## config.mk

```make
export PLATFORM = sky130hd
export DESIGN_NAME = midi_decoder
export DESIGN_NICKNAME = d
export VERILOG_FILES = /design/src/verilog/midi_pkg.sv /design/src/verilog/synth_pkg.sv /design/src/verilog/midi_msg_parser.sv /design/src/verilog/voice_allocator.sv /design/src/verilog/controller_decoder.sv /design/src/verilog/midi_decoder.sv
export VERILOG_INCLUDE_DIRS = /design/src /design/src/include
export SDC_FILE = /design/constraint.sdc
export NUM_CORES = 1
export LEC_CHECK = 0
export ABC_AREA = 1
export BUFFER_PORTS_ARGS = -buffer_cell sky130_fd_sc_hd__clkbuf_2
export CAP_MARGIN = 10
export CORE_MARGIN = 3
export CORE_UTILIZATION = 55
export CTS_CLUSTER_SIZE = 40
export DETAILED_ROUTE_END_ITERATION = 6
export MAX_ROUTING_LAYER = met4
export PLACE_DENSITY = 0.82
export SLEW_MARGIN = 10
export SYNTH_ARGS = -nofsm -noshare
export SYNTH_HDL_FRONTEND = slang
export SYNTH_SLANG_ARGS = --single-unit
```

## constraint.sdc

```tcl
create_clock -name CLOCK_25 -period 5.1 [get_ports CLOCK_25]
set_clock_uncertainty 0.2 [all_clocks]
set_input_delay 0.765 -clock CLOCK_25 [delete_from_list [all_inputs] [get_ports CLOCK_25]]
set_output_delay 0.765 -clock CLOCK_25 [all_outputs]
set_load 0.1 [all_outputs]
```

## src/include/midi_consts.svh

```systemverilog
`ifndef MIDI_CONSTS_SVH
`define MIDI_CONSTS_SVH

// polyphony of the synth engine
`define MIDI_VOICES 8

// status nibbles, upper half of the status byte
`define MIDI_ST_NOTE_OFF 4'h8
`define MIDI_ST_NOTE_ON  4'h9
`define MIDI_ST_CTRL     4'hB
`define MIDI_ST_PRG      4'hC
`define MIDI_ST_PITCH    4'hE

// controller numbers
`define MIDI_CC_ALL_OFF  8'd123

// key table code for an unused voice
`define MIDI_KEY_EMPTY   8'hFF

`endif

```

## src/verilog/midi_pkg.sv

```systemverilog
package midi_pkg;

    // one byte from the uart receiver, with its running status
    typedef struct packed {
        logic [7:0] status;
        logic [7:0] byte_nr;   // 1 = first data byte
        logic [7:0] data;
    } midi_byte_t;

    // channel message once all data bytes are in
    typedef struct packed {
        logic [3:0] kind;      // status nibble
        logic [7:0] d1;
        logic [7:0] d2;        // 0 for program change
    } midi_msg_t;

endpackage

```

## src/verilog/synth_pkg.sv

```systemverilog
package synth_pkg;

    `include "midi_consts.svh"

    typedef logic [$clog2(`MIDI_VOICES)-1:0] voice_idx_t;

    // note on / note off report towards the synth engine
    typedef struct packed {
        voice_idx_t voice;
        logic [7:0] key;
        logic [7:0] vel_on;
        logic [7:0] vel_off;
    } note_event_t;

    // last values seen per command kind
    typedef struct packed {
        logic [7:0] ctrl_num;
        logic [7:0] ctrl_val;
        logic [7:0] prg;
        logic [7:0] pitch_lsb;
        logic [7:0] pitch_msb;
    } ctrl_event_t;

endpackage

```

## src/verilog/midi_msg_parser.sv

```systemverilog
`timescale 1ns/1ps
`include "midi_consts.svh"

module midi_msg_parser import midi_pkg::*; (
    input  logic       CLOCK_25,
    input  logic       iRST_N,
    input  logic       byteready,
    input  midi_byte_t in_byte,
    input  logic [3:0] midi_ch,
    output midi_msg_t  msg,
    output logic       msg_valid
);

    midi_byte_t byte_r;
    logic       rdy_r;
    logic [3:0] kind;
    logic       two_byte;
    logic       is_prg;
    logic [3:0] held_kind;
    logic [7:0] held_d1;
    logic       have_d1;

    assign kind = byte_r.status[7:4];
    assign is_prg = (kind == `MIDI_ST_PRG);
    assign two_byte = (kind == `MIDI_ST_NOTE_OFF) || (kind == `MIDI_ST_NOTE_ON) ||
                      (kind == `MIDI_ST_CTRL) || (kind == `MIDI_ST_PITCH);

    // input stage, channel filter on the strobe
    always_ff @(posedge CLOCK_25) begin
        if (!iRST_N) begin
            rdy_r <= 1'b0;
        end else begin
            rdy_r <= byteready && (in_byte.status[3:0] == midi_ch);
        end
    end

    always_ff @(posedge CLOCK_25) begin
        byte_r <= in_byte;
    end

    // assembly stage
    always_ff @(posedge CLOCK_25) begin
        if (!iRST_N) begin
            msg_valid <= 1'b0;
            have_d1   <= 1'b0;
        end else begin
            msg_valid <= 1'b0;
            if (rdy_r) begin
                if (byte_r.byte_nr == 8'd1 && is_prg) begin
                    msg.kind  <= kind;
                    msg.d1    <= byte_r.data;
                    msg.d2    <= 8'h00;
                    msg_valid <= 1'b1;
                    have_d1   <= 1'b0;
                end else if (byte_r.byte_nr == 8'd1 && two_byte) begin
                    held_kind <= kind;     // restarts assembly, covers running status
                    held_d1   <= byte_r.data;
                    have_d1   <= 1'b1;
                end else if (byte_r.byte_nr == 8'd2 && have_d1 && kind == held_kind) begin
                    msg.kind  <= held_kind;
                    msg.d1    <= held_d1;
                    msg.d2    <= byte_r.data;
                    msg_valid <= 1'b1;
                    have_d1   <= 1'b0;
                end else begin
                    have_d1   <= 1'b0;     // stray byte or unused status
                end
            end
        end
    end

endmodule

```

## src/verilog/voice_allocator.sv

```systemverilog
`timescale 1ns/1ps
`include "midi_consts.svh"

module voice_allocator import midi_pkg::*, synth_pkg::*; (
    input  logic                    CLOCK_25,
    input  logic                    iRST_N,
    input  midi_msg_t               msg,
    input  logic                    msg_valid,
    input  logic [`MIDI_VOICES-1:0] voice_free,
    output logic [`MIDI_VOICES-1:0] keys_on,
    output logic                    note_on,
    output logic                    note_off,
    output note_event_t             note_ev,
    output logic [3:0]              active_keys,
    output logic                    off_note_error
);

    logic [7:0] key_val [`MIDI_VOICES];
    voice_idx_t age_q [`MIDI_VOICES];   // [0] is the oldest started voice

    logic       is_on;
    logic       is_off;
    logic       is_all_off;
    logic       has_free;
    logic       has_off;
    voice_idx_t free_voice;
    voice_idx_t off_voice;
    voice_idx_t new_voice;
    logic       hit;
    voice_idx_t hit_voice;
    logic [2:0] hit_pos;

    assign is_on = (msg.kind == `MIDI_ST_NOTE_ON) && (msg.d2 != 8'h00);
    assign is_off = (msg.kind == `MIDI_ST_NOTE_OFF) ||
                    ((msg.kind == `MIDI_ST_NOTE_ON) && (msg.d2 == 8'h00));
    assign is_all_off = (msg.kind == `MIDI_ST_CTRL) && (msg.d1 == `MIDI_CC_ALL_OFF);

    // lowest-index search, loops run downwards so the last hit wins
    always_comb begin
        has_free   = 1'b0;
        free_voice = '0;
        has_off    = 1'b0;
        off_voice  = '0;
        hit        = 1'b0;
        hit_voice  = '0;
        for (int i = `MIDI_VOICES - 1; i >= 0; i--) begin
            if (!keys_on[i] && voice_free[i]) begin
                has_free   = 1'b1;
                free_voice = voice_idx_t'(i);
            end
            if (!keys_on[i]) begin
                has_off   = 1'b1;
                off_voice = voice_idx_t'(i);
            end
            if (keys_on[i] && key_val[i] == msg.d1) begin
                hit       = 1'b1;
                hit_voice = voice_idx_t'(i);
            end
        end
    end

    assign new_voice = has_free ? free_voice : (has_off ? off_voice : age_q[0]);

    // where the released voice sits in the age queue
    always_comb begin
        hit_pos = '0;
        for (int j = `MIDI_VOICES - 1; j >= 0; j--) begin
            if (j < active_keys && age_q[j] == hit_voice) begin
                hit_pos = 3'(j);
            end
        end
    end

    always_ff @(posedge CLOCK_25) begin
        if (!iRST_N) begin
            keys_on        <= '0;
            note_on        <= 1'b0;
            note_off       <= 1'b0;
            note_ev        <= '0;
            active_keys    <= '0;
            off_note_error <= 1'b0;
            for (int i = 0; i < `MIDI_VOICES; i++) begin
                key_val[i] <= `MIDI_KEY_EMPTY;
                age_q[i]   <= '0;
            end
        end else begin
            note_on  <= 1'b0;
            note_off <= 1'b0;
            if (msg_valid && is_on) begin
                keys_on[new_voice] <= 1'b1;
                key_val[new_voice] <= msg.d1;
                note_ev.voice      <= new_voice;
                note_ev.key        <= msg.d1;
                note_ev.vel_on     <= msg.d2;
                note_on            <= 1'b1;
                if (has_off) begin
                    age_q[active_keys[2:0]] <= new_voice;
                    active_keys             <= active_keys + 4'd1;
                end else begin
                    // steal, oldest moves to the young end
                    for (int j = 0; j < `MIDI_VOICES - 1; j++) begin
                        age_q[j] <= age_q[j+1];
                    end
                    age_q[`MIDI_VOICES-1] <= new_voice;
                end
            end else if (msg_valid && is_off) begin
                if (hit) begin
                    keys_on[hit_voice] <= 1'b0;
                    key_val[hit_voice] <= `MIDI_KEY_EMPTY;
                    note_ev.voice      <= hit_voice;
                    note_ev.key        <= msg.d1;
                    note_ev.vel_off    <= msg.d2;
                    note_off           <= 1'b1;
                    active_keys        <= active_keys - 4'd1;
                    for (int j = 0; j < `MIDI_VOICES - 1; j++) begin
                        if (j >= hit_pos) age_q[j] <= age_q[j+1];
                    end
                end else begin
                    off_note_error <= 1'b1;   // sticky until all notes off
                end
            end else if (msg_valid && is_all_off) begin
                keys_on        <= '0;
                active_keys    <= '0;
                off_note_error <= 1'b0;
                for (int i = 0; i < `MIDI_VOICES; i++) begin
                    key_val[i] <= `MIDI_KEY_EMPTY;
                    age_q[i]   <= '0;
                end
            end
        end
    end

endmodule

```

## src/verilog/controller_decoder.sv

```systemverilog
`timescale 1ns/1ps
`include "midi_consts.svh"

module controller_decoder import midi_pkg::*, synth_pkg::*; (
    input  logic        CLOCK_25,
    input  logic        iRST_N,
    input  midi_msg_t   msg,
    input  logic        msg_valid,
    output logic        ctrl_cmd,
    output logic        prg_ch_cmd,
    output logic        pitch_cmd,
    output ctrl_event_t ctrl_ev
);

    always_ff @(posedge CLOCK_25) begin
        if (!iRST_N) begin
            ctrl_cmd   <= 1'b0;
            prg_ch_cmd <= 1'b0;
            pitch_cmd  <= 1'b0;
            ctrl_ev    <= '0;
        end else begin
            ctrl_cmd   <= 1'b0;
            prg_ch_cmd <= 1'b0;
            pitch_cmd  <= 1'b0;
            if (msg_valid) begin
                case (msg.kind)
                    `MIDI_ST_CTRL: begin
                        if (msg.d1 != `MIDI_CC_ALL_OFF) begin   // 123 handled by allocator
                            ctrl_ev.ctrl_num <= msg.d1;
                            ctrl_ev.ctrl_val <= msg.d2;
                            ctrl_cmd         <= 1'b1;
                        end
                    end
                    `MIDI_ST_PRG: begin
                        ctrl_ev.prg <= msg.d1;
                        prg_ch_cmd  <= 1'b1;
                    end
                    `MIDI_ST_PITCH: begin
                        ctrl_ev.pitch_lsb <= msg.d1;
                        ctrl_ev.pitch_msb <= msg.d2;
                        pitch_cmd         <= 1'b1;
                    end
                    default: ;
                endcase
            end
        end
    end

endmodule

```

## src/verilog/midi_decoder.sv

```systemverilog
`timescale 1ns/1ps
`include "midi_consts.svh"

module midi_decoder import midi_pkg::*, synth_pkg::*; (
    input  logic                    CLOCK_25,
    input  logic                    iRST_N,
    input  logic                    byteready,
    input  midi_byte_t              in_byte,
    input  logic [3:0]              midi_ch,
    input  logic [`MIDI_VOICES-1:0] voice_free,
    output logic [`MIDI_VOICES-1:0] keys_on,
    output logic                    note_on,
    output logic                    note_off,
    output note_event_t             note_ev,
    output logic [3:0]              active_keys,
    output logic                    off_note_error,
    output logic                    ctrl_cmd,
    output logic                    prg_ch_cmd,
    output logic                    pitch_cmd,
    output ctrl_event_t             ctrl_ev
);

    midi_msg_t msg;
    logic      msg_valid;

    midi_msg_parser parser_inst (
        .CLOCK_25  (CLOCK_25),
        .iRST_N    (iRST_N),
        .byteready (byteready),
        .in_byte   (in_byte),
        .midi_ch   (midi_ch),
        .msg       (msg),
        .msg_valid (msg_valid)
    );

    voice_allocator voice_inst (
        .CLOCK_25       (CLOCK_25),
        .iRST_N         (iRST_N),
        .msg            (msg),
        .msg_valid      (msg_valid),
        .voice_free     (voice_free),
        .keys_on        (keys_on),
        .note_on        (note_on),
        .note_off       (note_off),
        .note_ev        (note_ev),
        .active_keys    (active_keys),
        .off_note_error (off_note_error)
    );

    controller_decoder ctrl_inst (
        .CLOCK_25   (CLOCK_25),
        .iRST_N     (iRST_N),
        .msg        (msg),
        .msg_valid  (msg_valid),
        .ctrl_cmd   (ctrl_cmd),
        .prg_ch_cmd (prg_ch_cmd),
        .pitch_cmd  (pitch_cmd),
        .ctrl_ev    (ctrl_ev)
    );

endmodule

```

==> impl_metrics.env <==
export IMPL_cp_arrival_ns=4.35
export IMPL_num_nets_final=1515
export IMPL_synthMuxAreaShare_pct=0
export IMPL_netlist_instances=1352
export IMPL_first_pass_iters=6
export IMPL_port_buffers=123
export IMPL_use_met2_pct=46.62
export IMPL_worstPathMaxFanout=13
export IMPL_routed_via_density=5.664
export IMPL_cts_setup_buffers=0
export IMPL_setup_viol_count_final=0
export IMPL_synth_ff_type="dfxtp_1"
export IMPL_cts_clk_slew_worst_paths_ns=0.06
export IMPL_antenna_found_initial=0
export IMPL_yosys_area_top_type="edfxtp_1"
export IMPL_initial_core_util_pct=56.47
export IMPL_cts_made_buffers=24
export IMPL_clkPwrFrac_pct=46.3
export IMPL_cts_hold_buf=0
export IMPL_root_buffer="clkbuf_16"
export IMPL_worstMarginPinSlew_ns=1.098
export IMPL_cap_violations=0
export IMPL_dpl_worst_slack_ns=0.8902
export IMPL_core_region_area_mm2=0.01959
export IMPL_seq_area_frac_synth_pct=51.30
export IMPL_rrSetupSlack_ns=0.74
export IMPL_synth_top_family_by_area="simple AND/OR/NAND/NOR gates"
export IMPL_ant_nets=0
export IMPL_syn_avg_cell_area_um2=8.183
export IMPL_cts_max_level=1
export IMPL_die_area_mm2=0.02185
export IMPL_p_seq_share_pct=51.2
export IMPL_drtIter0Drc=955
export IMPL_end_kind="flop"
export IMPL_grt_pass1_wl_um=48680
export IMPL_dp_hpwl_um=21350
export IMPL_place_gp_congestion=0.9688
export IMPL_slew_headroom_pct=26.53
export IMPL_hold_viol=0
export IMPL_max_vdd_ir_drop_mv=0.2902
export IMPL_async_reset_ff_share_pct=0
export IMPL_grt_usage_pct=28.49
export IMPL_syn_area_mm2=0.01106
export IMPL_post_cts_resized=0
export IMPL_ios=124
export IMPL_status="finished clean"
export IMPL_die_h_um=147.8
export IMPL_fin_ws_ns=0.7390
export IMPL_vias=9940
export IMPL_rsz0062_at_grt="no"
export IMPL_ys_warn_count=0
export IMPL_clockBufferDepth=3
export IMPL_synth_edf_count=111
export IMPL_finalPower_mw=3.792
export IMPL_worstPathRequired_ns=5.09
export IMPL_cts_sinks=228
export IMPL_timing_final_max_slew_violations=0
export IMPL_setup_tns_final_ns=0
export IMPL_synth_xor_xnor_area_share_pct=2.138
export IMPL_min_path_type="in2reg"
export IMPL_crit_type="reg2reg"
export IMPL_worstSkewPairLatency_ns=0.53
export IMPL_use_met3_pct=4.813
export IMPL_cts_tree="yes"
export IMPL_busiest_layer="met2"
export IMPL_drive_above_1_share_pct=16.44
export IMPL_met1_usage_pct=36.57
export IMPL_synth_seq_cells=228
export IMPL_area_growth_pct=14.20
export IMPL_wl_per_cell_um=17.55
export IMPL_synth_area_top_cells="edfxtp_1 (30%), dfxtp_1 (21%), nand2_1 (11%)"
export IMPL_synth_simple_area_share_pct=26.61
export IMPL_diodes=0
export IMPL_synth_compound_area_share_pct=10.98
export IMPL_sw_frac_of_total_pct=21.51
export IMPL_drc_errors=0
export IMPL_grt_remaining_overflow=0
export IMPL_synth_top_area_share_pct=30.13
export IMPL_fmax_ghz=0.2293
export IMPL_synthAdderAreaFrac_pct=0.4524
export IMPL_grt_max_degree=69
export IMPL_syn_nets=1395
export IMPL_wirelength_um=30800
export IMPL_p_comb_share_pct=2.6
export IMPL_post_route_min_period_ns=4.361
export IMPL_grt_pass1_vias=9324
export IMPL_die_w_um=147.8
export IMPL_internal_power_mw=2.977
export IMPL_rows=51
export IMPL_p_leak_nw=5.499
export IMPL_timing_final_crit_share_pct=85.51
export IMPL_switchingPower_mw=0.8157
export IMPL_synth_distinct_cells=57
export IMPL_p_per_area_mw_per_mm2=300.2
export IMPL_startpoint_type="flop"
## stage by stage
stage | hold WS [ns] | utilization [%] | cells | area (um^2)
after CTS | 0.1078 | 64.50 | 1755 | 12630
after global placement | 0.2138 | 60.32 | 1711 | 11820
after global routing | 0.1121 | 64.50 | 1755 | 12630
after floorplan | 0.2082 | - | 1352 | 11060
final | 0.1279 | 64.50 | 1755 | 12630
after detailed placement | 0.2223 | 60.32 | 1711 | 11820
## placed cells by master, fill, tap and decap left out, drive strengths merged, types with 2 or more instances in the layout
cell type,n
xor2,12
or2,7
o22ai,12
clkinv,12
clkbuf,157
nor2b,2
inv,167
nand4,31
o311ai,3
buf,11
o21a,2
o21ai,106
nor3,14
xnor2,15
ha,4
a211oi,9
a21oi,55
edfxtp,111
dfxtp,117
nor2,203
nor4,7
nand3,59
o211ai,2
nand3b,4
a221oi,10
a21boi,2
nand2,344
a32oi,2
## worst max-delay path, cell delays in order (launching register included)
cell	delay, ns
edfxtp_1	0.69
inv_1	0.47
nand2_1	0.19
nand2_1	0.07
nor2_1	0.08
nand3_1	0.07
nor2_1	0.13
nor2_1	0.09
nand2_2	0.14
inv_1	0.09
a21oi_4	0.35
inv_4	0.13
nor2_8	0.19
inv_2	0.14
nor2_1	0.21
a21oi_4	0.10
inv_1	0.27
nand2_1	0.13
nand2_1	0.28
## worst paths after layout
path,from,end,cells after the start
setup / recovery,parser_inst.msg[9],voice_inst.key_val[3][2],18
hold / removal,in_byte[9],parser_inst.byte_r[9],1
setup reg to reg,parser_inst.msg[9],voice_inst.key_val[3][2],18
hold reg to reg,parser_inst.byte_r[0],parser_inst.held_d1[0],0
## power groups by stage
stage               clock, mW  combinational [mW]  sequential [mW]
floorplan                   0              0.0585             1.98
global placement            0              0.0927             1.98
detailed placement          0              0.0956             1.98
CTS                      1.77              0.0961             1.94
global route             1.85               0.108             1.94
finish                   1.75              0.0969             1.94
## registers in the layout (all words and copies together), names as in the netlist
name and flops:
voice_inst.keys_on 8, parser_inst.held_d1 8, voice_inst.note_on 1, parser_inst.msg 20, parser_inst.byte_r 20, voice_inst.key_val 64, ctrl_inst.ctrl_cmd 1, parser_inst.have_d1 1
parser_inst.msg_valid 1, voice_inst.age_q 24, ctrl_inst.pitch_cmd 1, parser_inst.held_kind 4, voice_inst.note_ev 27, voice_inst.off_note_error 1, voice_inst.note_off 1, parser_inst.rdy_r 1
ctrl_inst.ctrl_ev 40, ctrl_inst.prg_ch_cmd 1, voice_inst.active_keys 4
## layer usage
layer	wire, um	part of all wire [%]
met5	0	0
met4	969	3.1
met1	12000	39
met3	2979	9.7
met2	14860	48
## final cells by class
class | count | area, um^2
fillers | 1621 | 6955
inverters | 170 | 656.9
clock buffers | 34 | 734.5
repair buffers | 134 | 698.2
clock inverters | 10 | 82.58
multi-input cells | 914 | 4456
well taps | 265 | 331.6
flip-flops and latches | 228 | 5675
## kinds of logic (layout without fill, tap and decap cells)
family / Yosys count / count (layout)
DFF: 228 / 228
xor gates and xnor gates: 27 / 27
adders and majority gates: 4 / 4
AOI/OAI and AO/OA: 209 / 209
buffers and inverters: 210 / 348
and+or+nand+nor: 674 / 674
## cell usage after synthesis (4+ instances only)
cell	number
a211oi_1	9
a21oi_1	51
a221oi_1	10
buf_6	11
clkbuf_1	19
clkinv_1	4
dfxtp_1	117
edfxtp_1	111
ha_1	4
inv_1	147
inv_2	12
inv_4	5
nand2_1	325
nand2_2	15
nand2_4	4
nand3_1	52
nand3_2	6
nand3b_1	4
nand4_1	31
nor2_1	190
nor2_2	7
nor2_4	5
nor3_1	14
nor4_1	7
o21ai_0	98
o21ai_1	5
o22ai_1	12
or2_1	5
xnor2_1	15
xor2_1	12
Note: power is estimated with default switching activity, not from simulation.
